File: src/design/dma_misc_defines.svh
`ifndef DMA_MISC_DEFINES_SVH
`define DMA_MISC_DEFINES_SVH

// register bus widths
`define DATA_W          32
`define ADDR_W          7

// interrupt controller
`define IRQ_SRCS        8

// block codes, compared with addr[6:3]
`define BLK_TIMER       4'b1110
`define BLK_IRQ         4'b1111

// addr[2] picks timer 0 or timer 1 inside the timer block
`define TIMER_SEL_BIT   2

// timer control register layout
`define CTRL_ENA_BIT    1
`define CTRL_CONT_BIT   0

`endif
File: src/design/dma_misc_pkg.sv
`include "dma_misc_defines.svh"

package dma_misc_pkg;

    // one CPU register access per cycle
    typedef struct packed {
        logic               rd;
        logic               wr;
        logic [`ADDR_W-1:0] addr;
        logic [`DATA_W-1:0] wr_dat;
    } reg_bus_t;

    typedef enum logic [1:0] {
        TIMER_START = 2'd0,
        TIMER_COUNT = 2'd1,     // read-only live count
        TIMER_CTRL  = 2'd2
    } timer_reg_e;

    typedef enum logic [2:0] {
        IRQ_MASK  = 3'd0,
        IRQ_CAUSE = 3'd1
    } irq_reg_e;

    typedef enum logic [1:0] {
        TIMER_IDLE,
        TIMER_RUN,
        TIMER_HALT
    } timer_state_e;

    // chan_done lands on cause 0..5, timer_done on cause 6..7
    typedef struct packed {
        logic [5:0] chan_done;  // m2m, x8, f8, two each
        logic [1:0] timer_done;
    } irq_src_t;

    typedef struct packed {
        logic timer0;
        logic timer1;
        logic irq;
    } blk_sel_t;

endpackage

File: src/design/dma_misc_top.sv
`timescale 1ns/1ps

`include "dma_misc_defines.svh"

module dma_misc_top (
    input  logic                     sys_clk,
    input  logic                     sys_rstN,
    input  dma_misc_pkg::reg_bus_t   reg_bus,
    input  logic [5:0]               chan_done,
    input  logic                     sys_irq,
    input  logic                     pio_irq,
    output logic [`DATA_W-1:0]       rd_dat,
    output logic                     cpu_irq
);

    dma_misc_pkg::blk_sel_t blk_sel;
    dma_misc_pkg::irq_src_t irq_src;
    logic [`DATA_W-1:0]     timer0_rd_dat;
    logic [`DATA_W-1:0]     timer1_rd_dat;
    logic [`DATA_W-1:0]     irq_rd_dat;
    logic [1:0]             timer_done;

    assign irq_src.chan_done  = chan_done;
    assign irq_src.timer_done = timer_done;

    reg_decode reg_decode_i (
        .sys_clk(sys_clk), .sys_rstN(sys_rstN), .reg_bus(reg_bus),
        .timer0_rd_dat(timer0_rd_dat), .timer1_rd_dat(timer1_rd_dat),
        .irq_rd_dat(irq_rd_dat), .blk_sel(blk_sel), .rd_dat(rd_dat)
    );

    tim_cnt timer0_i (
        .sys_clk(sys_clk), .sys_rstN(sys_rstN), .reg_bus(reg_bus),
        .sel(blk_sel.timer0), .rd_dat(timer0_rd_dat), .timer_done(timer_done[0])
    );

    tim_cnt timer1_i (
        .sys_clk(sys_clk), .sys_rstN(sys_rstN), .reg_bus(reg_bus),
        .sel(blk_sel.timer1), .rd_dat(timer1_rd_dat), .timer_done(timer_done[1])
    );

    irq_ctl irq_ctl_i (
        .sys_clk(sys_clk), .sys_rstN(sys_rstN), .reg_bus(reg_bus),
        .sel(blk_sel.irq), .irq_src(irq_src), .sys_irq(sys_irq),
        .pio_irq(pio_irq), .rd_dat(irq_rd_dat), .cpu_irq(cpu_irq)
    );

endmodule

File: src/design/irq_ctl.sv
`timescale 1ns/1ps

`include "dma_misc_defines.svh"

module irq_ctl (
    input  logic                     sys_clk,
    input  logic                     sys_rstN,
    input  dma_misc_pkg::reg_bus_t   reg_bus,
    input  logic                     sel,
    input  dma_misc_pkg::irq_src_t   irq_src,
    input  logic                     sys_irq,
    input  logic                     pio_irq,
    output logic [`DATA_W-1:0]       rd_dat,
    output logic                     cpu_irq
);

    dma_misc_pkg::irq_reg_e reg_idx;
    logic [`IRQ_SRCS-1:0]   mask_q;
    logic [`IRQ_SRCS-1:0]   cause_q;
    logic [`IRQ_SRCS-1:0]   src_bits;
    logic [`IRQ_SRCS-1:0]   cause_clr;
    logic                   wr_en;

    assign reg_idx  = dma_misc_pkg::irq_reg_e'(reg_bus.addr[2:0]);
    assign wr_en    = sel && reg_bus.wr;
    assign src_bits = {irq_src.timer_done, irq_src.chan_done};

    // a 0 written to the cause register clears that bit
    assign cause_clr = (wr_en && reg_idx == dma_misc_pkg::IRQ_CAUSE) ?
                       ~reg_bus.wr_dat[`IRQ_SRCS-1:0] : '0;

    always_ff @(posedge sys_clk or negedge sys_rstN)
    begin
        if (!sys_rstN)
        begin
            mask_q <= '0;
        end
        else if (wr_en && reg_idx == dma_misc_pkg::IRQ_MASK)
        begin
            mask_q <= reg_bus.wr_dat[`IRQ_SRCS-1:0];
        end
    end

    always_ff @(posedge sys_clk or negedge sys_rstN)
    begin
        if (!sys_rstN)
        begin
            cause_q <= '0;
        end
        else
        begin
            cause_q <= (cause_q & ~cause_clr) | src_bits;   // set beats clear
        end
    end

    always_comb
    begin
        rd_dat = '0;
        if (sel)
        begin
            case (reg_idx)
                dma_misc_pkg::IRQ_MASK:  rd_dat[`IRQ_SRCS-1:0] = mask_q;
                dma_misc_pkg::IRQ_CAUSE: rd_dat[`IRQ_SRCS-1:0] = cause_q;
                default:                 rd_dat = '0;
            endcase
        end
    end

    assign cpu_irq = sys_irq || pio_irq || |(cause_q & mask_q);

    a_cause_from_src: assert property (
        @(posedge sys_clk) disable iff (!sys_rstN)
        (cause_q & ~$past(cause_q) & ~$past(src_bits)) == '0
    );

endmodule

File: src/design/tim_cnt.sv
`timescale 1ns/1ps

`include "dma_misc_defines.svh"

module tim_cnt (
    input  logic                     sys_clk,
    input  logic                     sys_rstN,
    input  dma_misc_pkg::reg_bus_t   reg_bus,
    input  logic                     sel,
    output logic [`DATA_W-1:0]       rd_dat,
    output logic                     timer_done
);

    dma_misc_pkg::timer_reg_e   reg_idx;
    dma_misc_pkg::timer_state_e state_q;
    logic [`DATA_W-1:0]         start_q;
    logic [`DATA_W-1:0]         count_q;
    logic [1:0]                 ctrl_q;
    logic                       ena;
    logic                       cont;
    logic                       wr_en;

    assign reg_idx = dma_misc_pkg::timer_reg_e'(reg_bus.addr[1:0]);
    assign wr_en   = sel && reg_bus.wr;
    assign ena     = ctrl_q[`CTRL_ENA_BIT];
    assign cont    = ctrl_q[`CTRL_CONT_BIT];

    always_ff @(posedge sys_clk or negedge sys_rstN)
    begin
        if (!sys_rstN)
        begin
            start_q <= '0;
            ctrl_q  <= '0;
        end
        else if (wr_en)
        begin
            case (reg_idx)
                dma_misc_pkg::TIMER_START: start_q <= reg_bus.wr_dat;
                dma_misc_pkg::TIMER_CTRL:
                begin
                    ctrl_q[`CTRL_ENA_BIT]  <= reg_bus.wr_dat[`CTRL_ENA_BIT];
                    ctrl_q[`CTRL_CONT_BIT] <= reg_bus.wr_dat[`CTRL_CONT_BIT];
                end
                default: ;      // count is read-only
            endcase
        end
    end

    // the first edge that sees ena in IDLE loads the start value
    always_ff @(posedge sys_clk or negedge sys_rstN)
    begin
        if (!sys_rstN)
        begin
            state_q    <= dma_misc_pkg::TIMER_IDLE;
            count_q    <= '0;
            timer_done <= 1'b0;
        end
        else
        begin
            timer_done <= 1'b0;
            if (!ena)
            begin
                state_q <= dma_misc_pkg::TIMER_IDLE;
            end
            else
            begin
                case (state_q)
                    dma_misc_pkg::TIMER_IDLE:
                    begin
                        count_q <= start_q;
                        state_q <= dma_misc_pkg::TIMER_RUN;
                    end
                    dma_misc_pkg::TIMER_RUN:
                    begin
                        if (timer_done && cont)
                        begin
                            count_q <= start_q;     // reload after done
                        end
                        else if (count_q != '0)
                        begin
                            count_q <= count_q - 1'b1;
                            if (count_q == `DATA_W'(1))
                            begin
                                timer_done <= 1'b1;
                                if (!cont)
                                begin
                                    state_q <= dma_misc_pkg::TIMER_HALT;
                                end
                            end
                        end
                    end
                    dma_misc_pkg::TIMER_HALT: ;     // wait for ena clear
                    default: state_q <= dma_misc_pkg::TIMER_IDLE;
                endcase
            end
        end
    end

    always_comb
    begin
        rd_dat = '0;
        if (sel)
        begin
            case (reg_idx)
                dma_misc_pkg::TIMER_START: rd_dat = start_q;
                dma_misc_pkg::TIMER_COUNT: rd_dat = count_q;
                dma_misc_pkg::TIMER_CTRL:
                begin
                    rd_dat[`CTRL_ENA_BIT]  = ena;
                    rd_dat[`CTRL_CONT_BIT] = cont;
                end
                default: rd_dat = '0;
            endcase
        end
    end

    a_done_single: assert property (
        @(posedge sys_clk) disable iff (!sys_rstN)
        timer_done |=> !timer_done
    );

    // idle holds the count until the enable edge loads the start value
    a_idle_hold: assert property (
        @(posedge sys_clk) disable iff (!sys_rstN)
        (state_q == dma_misc_pkg::TIMER_IDLE) |=>
            ((state_q == dma_misc_pkg::TIMER_IDLE) ? $stable(count_q)
                                                    : (count_q == $past(start_q)))
    );

endmodule

File: src/design/reg_decode.sv
`timescale 1ns/1ps

`include "dma_misc_defines.svh"

module reg_decode (
    input  logic                     sys_clk,
    input  logic                     sys_rstN,
    input  dma_misc_pkg::reg_bus_t   reg_bus,
    input  logic [`DATA_W-1:0]       timer0_rd_dat,
    input  logic [`DATA_W-1:0]       timer1_rd_dat,
    input  logic [`DATA_W-1:0]       irq_rd_dat,
    output dma_misc_pkg::blk_sel_t   blk_sel,
    output logic [`DATA_W-1:0]       rd_dat
);

    logic [`ADDR_W-4:0] blk_code;
    logic               timer_blk;
    logic [`DATA_W-1:0] merged;

    assign blk_code  = reg_bus.addr[`ADDR_W-1:3];
    assign timer_blk = (blk_code == `BLK_TIMER);

    assign blk_sel.timer0 = timer_blk && !reg_bus.addr[`TIMER_SEL_BIT];
    assign blk_sel.timer1 = timer_blk && reg_bus.addr[`TIMER_SEL_BIT];
    assign blk_sel.irq    = (blk_code == `BLK_IRQ);

    // unselected blocks return 0, so a plain OR is enough
    assign merged = timer0_rd_dat | timer1_rd_dat | irq_rd_dat;

    always_ff @(posedge sys_clk or negedge sys_rstN)
    begin
        if (!sys_rstN)
        begin
            rd_dat <= '0;
        end
        else if (reg_bus.rd)
        begin
            rd_dat <= merged;   // one cycle read latency
        end
    end

    // only the selected block may answer
    a_one_sel: assert property (
        @(posedge sys_clk) disable iff (!sys_rstN)
        (!(|timer0_rd_dat) || blk_sel.timer0) &&
        (!(|timer1_rd_dat) || blk_sel.timer1) &&
        (!(|irq_rd_dat) || blk_sel.irq)
    );

endmodule

File: config.mk
export PLATFORM = sky130hd
export DESIGN_NAME = dma_misc_top
export DESIGN_NICKNAME = d
export VERILOG_FILES = /design/src/design/dma_misc_pkg.sv /design/src/design/dma_misc_top.sv /design/src/design/irq_ctl.sv /design/src/design/tim_cnt.sv /design/src/design/reg_decode.sv
export VERILOG_INCLUDE_DIRS = /design/src /design/src/design
export SDC_FILE = /design/constraint.sdc
export NUM_CORES = 1
export LEC_CHECK = 0
export BUFFER_PORTS_ARGS = -buffer_cell sky130_fd_sc_hd__clkbuf_2
export CORE_MARGIN = 2
export CORE_UTILIZATION = 65
export CTS_CLUSTER_DIAMETER = 120
export CTS_CLUSTER_SIZE = 12
export DETAILED_ROUTE_END_ITERATION = 12
export PLACE_DENSITY = 0.86
export SLEW_MARGIN = 20
export SYNTH_ARGS = -nofsm -noshare
export SYNTH_HDL_FRONTEND = slang
export SYNTH_SLANG_ARGS = --single-unit
export TNS_END_PERCENT = 20
File: constraint.sdc
create_clock -name sys_clk -period 6.1 [get_ports sys_clk]
set_clock_uncertainty 0.2 [all_clocks]
set_input_delay 0.305 -clock sys_clk [delete_from_list [all_inputs] [get_ports sys_clk]]
set_output_delay 0.305 -clock sys_clk [all_outputs]
set_load 0.02 [all_outputs]
### Word-level counts from Yosys, hierarchy flattened

Index checks and enable logic that the tools add are counted.

| cells by class | value |
|---|---|
| bitwise logic cells | 7 |
| muxes and demuxes | 37 |
| eq/ne operators | 23 |
| reduce and logical (&&, ||, !) cells | 29 |
| add/sub/neg operators | 2 |

Operators with widths:

| operator | number |
|---|---|
| $mux W32 | 6 |
| $pmux W32 S2 | 2 |
| $pmux W30 S2 | 2 |
| $eq A32 B1 Y1 const B | 2 |
| $or A32 B32 Y32 | 2 |
| $reduce_bool A32 Y1 | 2 |
| $sub A32 B1 Y32 const B | 2 |
| $ne A3 B3 Y1 const B | 8 |
| $pmux W2 S3 | 4 |
| $mux W2 | 10 |
| $and A8 B8 Y8 | 2 |
| $mux W8 | 2 |
| $not A8 Y8 | 2 |
| $pmux W8 S2 | 1 |
| $mux W1 | 10 |
| $reduce_and A5 Y1 | 2 |
| $logic_and A1 B1 Y1 | 9 |
| $eq A4 B4 Y1 const B | 2 |
| $or A8 B8 Y8 | 1 |
| $reduce_and A2 Y1 | 4 |
| $reduce_or A8 Y1 | 1 |
| $eq A2 B1 Y1 const B | 3 |
| $eq A2 B2 Y1 const B | 3 |
| $logic_not A2 Y1 | 3 |
| 8 further kinds | 13 |

| storage, ports and cells | value |
|---|---|
| output and inout bits | 33 |
| input port bits | 51 |
| bits in registers | 186 |
| logic and storage cells | 111 |

### Depth between registers and ports, before layout

| depth | value |
|---|---|
| depth after elaboration | 7 |
| gate-level depth with buffers | 9 |
| gate-level depth less buffers | 7 |

### By module

Synthesis repeated with hierarchy kept, for this count alone.

| unflattened totals | value |
|---|---|
| cell total of the unflattened synthesis | 1103 |
| area, all modules | 10795.4 um^2 |

Modules (own cells, without submodules):

| module | area each (um^2) | seq. area each (um^2) | instances | cells each |
|---|---|---|---|---|
| tim_cnt at timer0_i | 4170.2 | 1726.7 | 1 | 443 |
| tim_cnt at timer1_i | 4086.4 | 1726.7 | 1 | 426 |
| reg_decode | 1486.4 | 800.8 | 1 | 140 |
| irq_ctl | 1052.3 | 400.4 | 1 | 94 |

### Least setup slack after synthesis

No wires, ideal clock.

| path | value |
|---|---|
| path kind | flip-flop to flip-flop |
| start | register timer0_i.count_q[8] |
| end | register timer0_i.count_q[0] |
| period minus slack after synthesis | 2986 ps |
| required time | 5766 ps |
| cell stages (with the launch flop) | 9 |
| data arrival time | 2653 ps |
| path buffers | 3 |
| setup time | 134 ps |
| path slack | 3114 ps |
| cell sequence | dfrtp_1 or4_4 or4_4 buf_6 or4_4 buf_6 o21ai_4 buf_6 o211ai_1 |

| between the ends | value |
|---|---|
| cells in the longest elaborated chain, start to end | 3 |

Ends and longest elaborated chain:

| item | RTL line | text |
|---|---|---|
| from (decl) | tim_cnt.sv:17 | `` logic [`DATA_W-1:0] count_q; `` |
| from (signal assigned) | tim_cnt.sv:70 | `count_q <= start_q;` |
| from (signal assigned) | tim_cnt.sv:77 | `count_q <= start_q;` |
| from (signal assigned) | tim_cnt.sv:81 | `count_q <= count_q - 1'b1;` |
| $reduce_bool A32 Y1 | tim_cnt.sv:79 | `else if (count_q != '0)` |
| $ne A3 B1 Y1 (no line) | n/a |  |
| $reduce_and A3 Y1 (no line) | n/a |  |

No other way between the ends.
A chain may end at the register's enable or synchronous reset.

### Worst setup path in the final report

| path | value |
|---|---|
| start | register timer1_i.count_q[0] |
| end | register timer1_i.count_q[30] |

| between the ends | value |
|---|---|
| cells in the longest elaborated chain, start to end | 4 |
| elaborated cells between the ends (all ways) | 7 |
| classes of those cells | add/sub: 1; eq/ne: 1; mux: 3; reduce/logical: 2 |

Ends and longest elaborated chain:

| item | RTL line | text |
|---|---|---|
| from (decl) | tim_cnt.sv:17 |  |
| from (signal assigned) | tim_cnt.sv:70 |  |
| from (signal assigned) | tim_cnt.sv:77 |  |
| from (signal assigned) | tim_cnt.sv:81 |  |
| $sub A32 B1 Y32 | tim_cnt.sv:81 |  |
| $mux W32 | tim_cnt.sv:79 |  |
| $mux W32 | tim_cnt.sv:75 | `if (timer_done && cont)` |
| $pmux W32 S2 | tim_cnt.sv:67 | `case (state_q)` |

Several ways; a longest one is shown, not always the timed one. The select of a mux whose other input is x is not followed.

==> impl_metrics.csv <==
group,metric,value,unit
clock_network,htreeDepth,4,
setup_path,critPathKind,"flip-flop to flip-flop",
synthesis,ys_types,66,
setup_path,arrival,3810,ps
synthesis,synth_edf_count,0,
floorplan,ios,84,
synthesis,synthArstFlopShare,100,%
sta,fmax,270,MHz
clock_network,cts_sinks,186,
placed_design,dpl_worst_slack,2590,ps
global_route,grt_pass1_wl,48.1,mm
placed_design,place_congestion,0.930,
clock_network,clk-insertion-delay-late,450,ps
synthesis,syn_area_per_cell,10.3,sq um
sta,whs,34.1,ps
setup_path,cp.required,6200,ps
route,avgViaCountPerCell,7.10,
layout,final_layout_size_suffix_gt1_share,21.7,%
setup_path,startpoint_type,"flip-flop",
setup_path,worst_setup_path_end_kind,"flip-flop",
layout,area_delta_synth_final,14.0,%
synthesis,synth_top_cell_area_share,45.5,%
floorplan,initial_utilization,66.8,%
synthesis,ys_warn_count,0,
floorplan,placementRows,45,
sta,drv_slew,0,
sta,tns,0,ps
clock_network,clock-root-buffer,"clkbuf_16",
layout,final_nets,1122,
sta,setup_slack,2390,ps
placed_design,dp_hpwl,19.5,mm
synthesis,synth_compound_area_share,20.0,%
synthesis,synthCells,995,
layout,multiInputGateArea,0.00521,sq mm
sta,relSlewSlack,30.7,%
layout,most-common-layout-cells,"dfrtp_1 (186), clkbuf_2 (81), nor2_1 (80), mux2_2 (78), mux2i_1 (72)",
floorplan,fp.dieH,129,microns
power_and_ir_drop,p_leak,5.03,nW
synthesis,synth_area,0.0102,sq mm
layout,regArea,0.00465,sq mm
layout,fillers,1029,
synthesis,yosysSeqAreaShare,45.5,%
synthesis,synthMuxAreaShare,15.6,%
floorplan,die_x,129,microns
sta,finalCritPeriodShare,60.8,%
sta,period_needed,3710,ps
clock_network,clock_path_buffers,2,
floorplan,core_area,0.0153,sq mm
synthesis,synth_top_area_cell,"dfrtp_1",
sta,tightest_slew,1040,ps
route,dr.first_iter.drc_count,1391,
synthesis,synth_top_family_by_area,"compound AO/OA/AOI/OAI gates",
global_route,grt-ovfl-total,0,
clock_network,cts_resized,0,
synthesis,synth-simple-area-share,14.8,%
sta,hold_violations,0,
global_route,grt_pass1_vias,8777,
layout,finalNonFillerCells,1291,
sta,setup_viol,0,
layout,final_common_cell,"dfrtp_1",
layout,num_antenna_cells,0,
clock_network,cts_tree,"yes",
floorplan,die_area,0.0168,sq mm
clock_network,hold_buffers,35,
placed_design,io_buffers,83,
global_route,grt_max_degree,128,
job,drv_cap,0,
power_and_ir_drop,pwr_density_cell,337,mW/mm^2
layout,stdcell_area,0.0117,sq mm
run_status,status,"complete, no violations",
sta,rsz0062_at_grt,"false",
route,via_count,9163,
global_route,antenna_found_initial,0,
placed_design,place_area,0.0107,sq mm
route,drc_errors,0,
synthesis,synth.area.top_cells,"dfrtp_1 (46%), mux2_2 (8.6%), mux2i_1 (7.0%)",
clock_network,cts_buffers,17,
route,antenna_left,0,
route,first_pass_iters,6,
synthesis,yosys_most_used_dff,"dfrtp_1",
placed_design,dp.cells,1224,
route,wl_per_cell,23.9,microns
route,routed_wl,30.9,mm
clock_network,path_clk_slew,70,ps
synthesis,ys_ff_latch,186,
power_and_ir_drop,ir_worst_vdd,0.263,mV
setup_path,crit_fanout,18,
global_route,grt_use_total,37.8,%
synthesis,synthXorXnorAreaFrac,0,%
synthesis,synth_fa_ha_area_share,0.489,%
synthesis,synth_fp_nets,1050,
power_and_ir_drop,power,3.93,mW
clock_network,postCtsSetupBuffers,0,
layout,final_util,76.2,%
min_path,hold_path_class,"primary input to flip-flop",
[flip-flops by register name, summed over array words and instances, names as in the netlist]
name / cells
timer1_i.timer_done: 1
timer1_i.count_q: 32
reg_decode_i.rd_dat: 32
irq_ctl_i.cause_q: 8
timer1_i.ctrl_q: 2
timer0_i.state_q: 2
timer1_i.state_q: 2
irq_ctl_i.mask_q: 8
timer0_i.start_q: 32
timer1_i.start_q: 32
timer0_i.ctrl_q: 2
timer0_i.timer_done: 1
timer0_i.count_q: 32
[kinds of logic (layout without fill, tap and decap cells)]
family | after synthesis | after routing
AO/OA/AOI/OAI | 273 | 273
adder cells (fa/ha/maj) | 4 | 4
buffers and inverters | 92 | 177
flip-flops | 186 | 186
multiplexers | 150 | 150
AND/OR/NAND/NOR | 290 | 290
[final cells by class]
class                           count  area share (%)
Multi-Input combinational cell    717            44.6
Sequential cell                   186            39.9
Timing Repair Buffer              136            7.83
Clock buffer                       23            4.10
Tap cell                          211            2.26
Clock inverter                      9           0.976
Inverter                            9           0.290
[worst max-delay path: stages, from the launching register on]
cell	delay (ps)
dfrtp_1	450
inv_1	150
ha_1	270
nor3b_1	580
and3_1	300
nand4_1	670
nand2_1	730
o21ai_0	210
[per-layer routing]
metal  part of all wire (%)  GRT usage, %  up-vias
li1                       -             -     3958
met1                     40          51.3     4471
met2                     45          57.8      637
met3                     10          9.04       97
met4                    4.6          17.8        0
met5                      0             0        -
[cell usage after synthesis (all sizes together) (12+ instances only)]
cell and n:
o22ai 15, o221ai 30, nor2 82, nand2 50, nand2b 14, o21a 27
or4 19, mux2i 72, a211oi 13, nor3 28, dfrtp 186, clkbuf 74
nand3 18, nand4 16, o21ai 37, o22a 13, a2bb2oi 14, o2bb2ai 12
a31oi 19, mux2 78, nor4 24, a21oi 27, a22o 14
[final timing paths]
kind                                          from                       to  slack [ps]  depth (start not counted)
setup / recovery               timer1_i.count_q[0]     timer1_i.count_q[30]        2390                          7
hold / removal                         reg_bus[35]   reg_decode_i.rd_dat[0]          30                          4
setup reg to reg               timer1_i.count_q[0]     timer1_i.count_q[30]        2390                          7
hold reg to reg            reg_decode_i.rd_dat[21]  reg_decode_i.rd_dat[21]         280                          1
max in group asynchronous                 sys_rstN      timer1_i.count_q[4]        3990                          3
min in group asynchronous                 sys_rstN   reg_decode_i.rd_dat[2]         320                          2
[power breakdown]
part	switching (mW)	internal (mW)	total [mW]
sequential	0.312	1.44	1.75
combinational	0.617	0.421	1.04
clock	0.495	0.638	1.13
(Power assumes the default switching activity.)
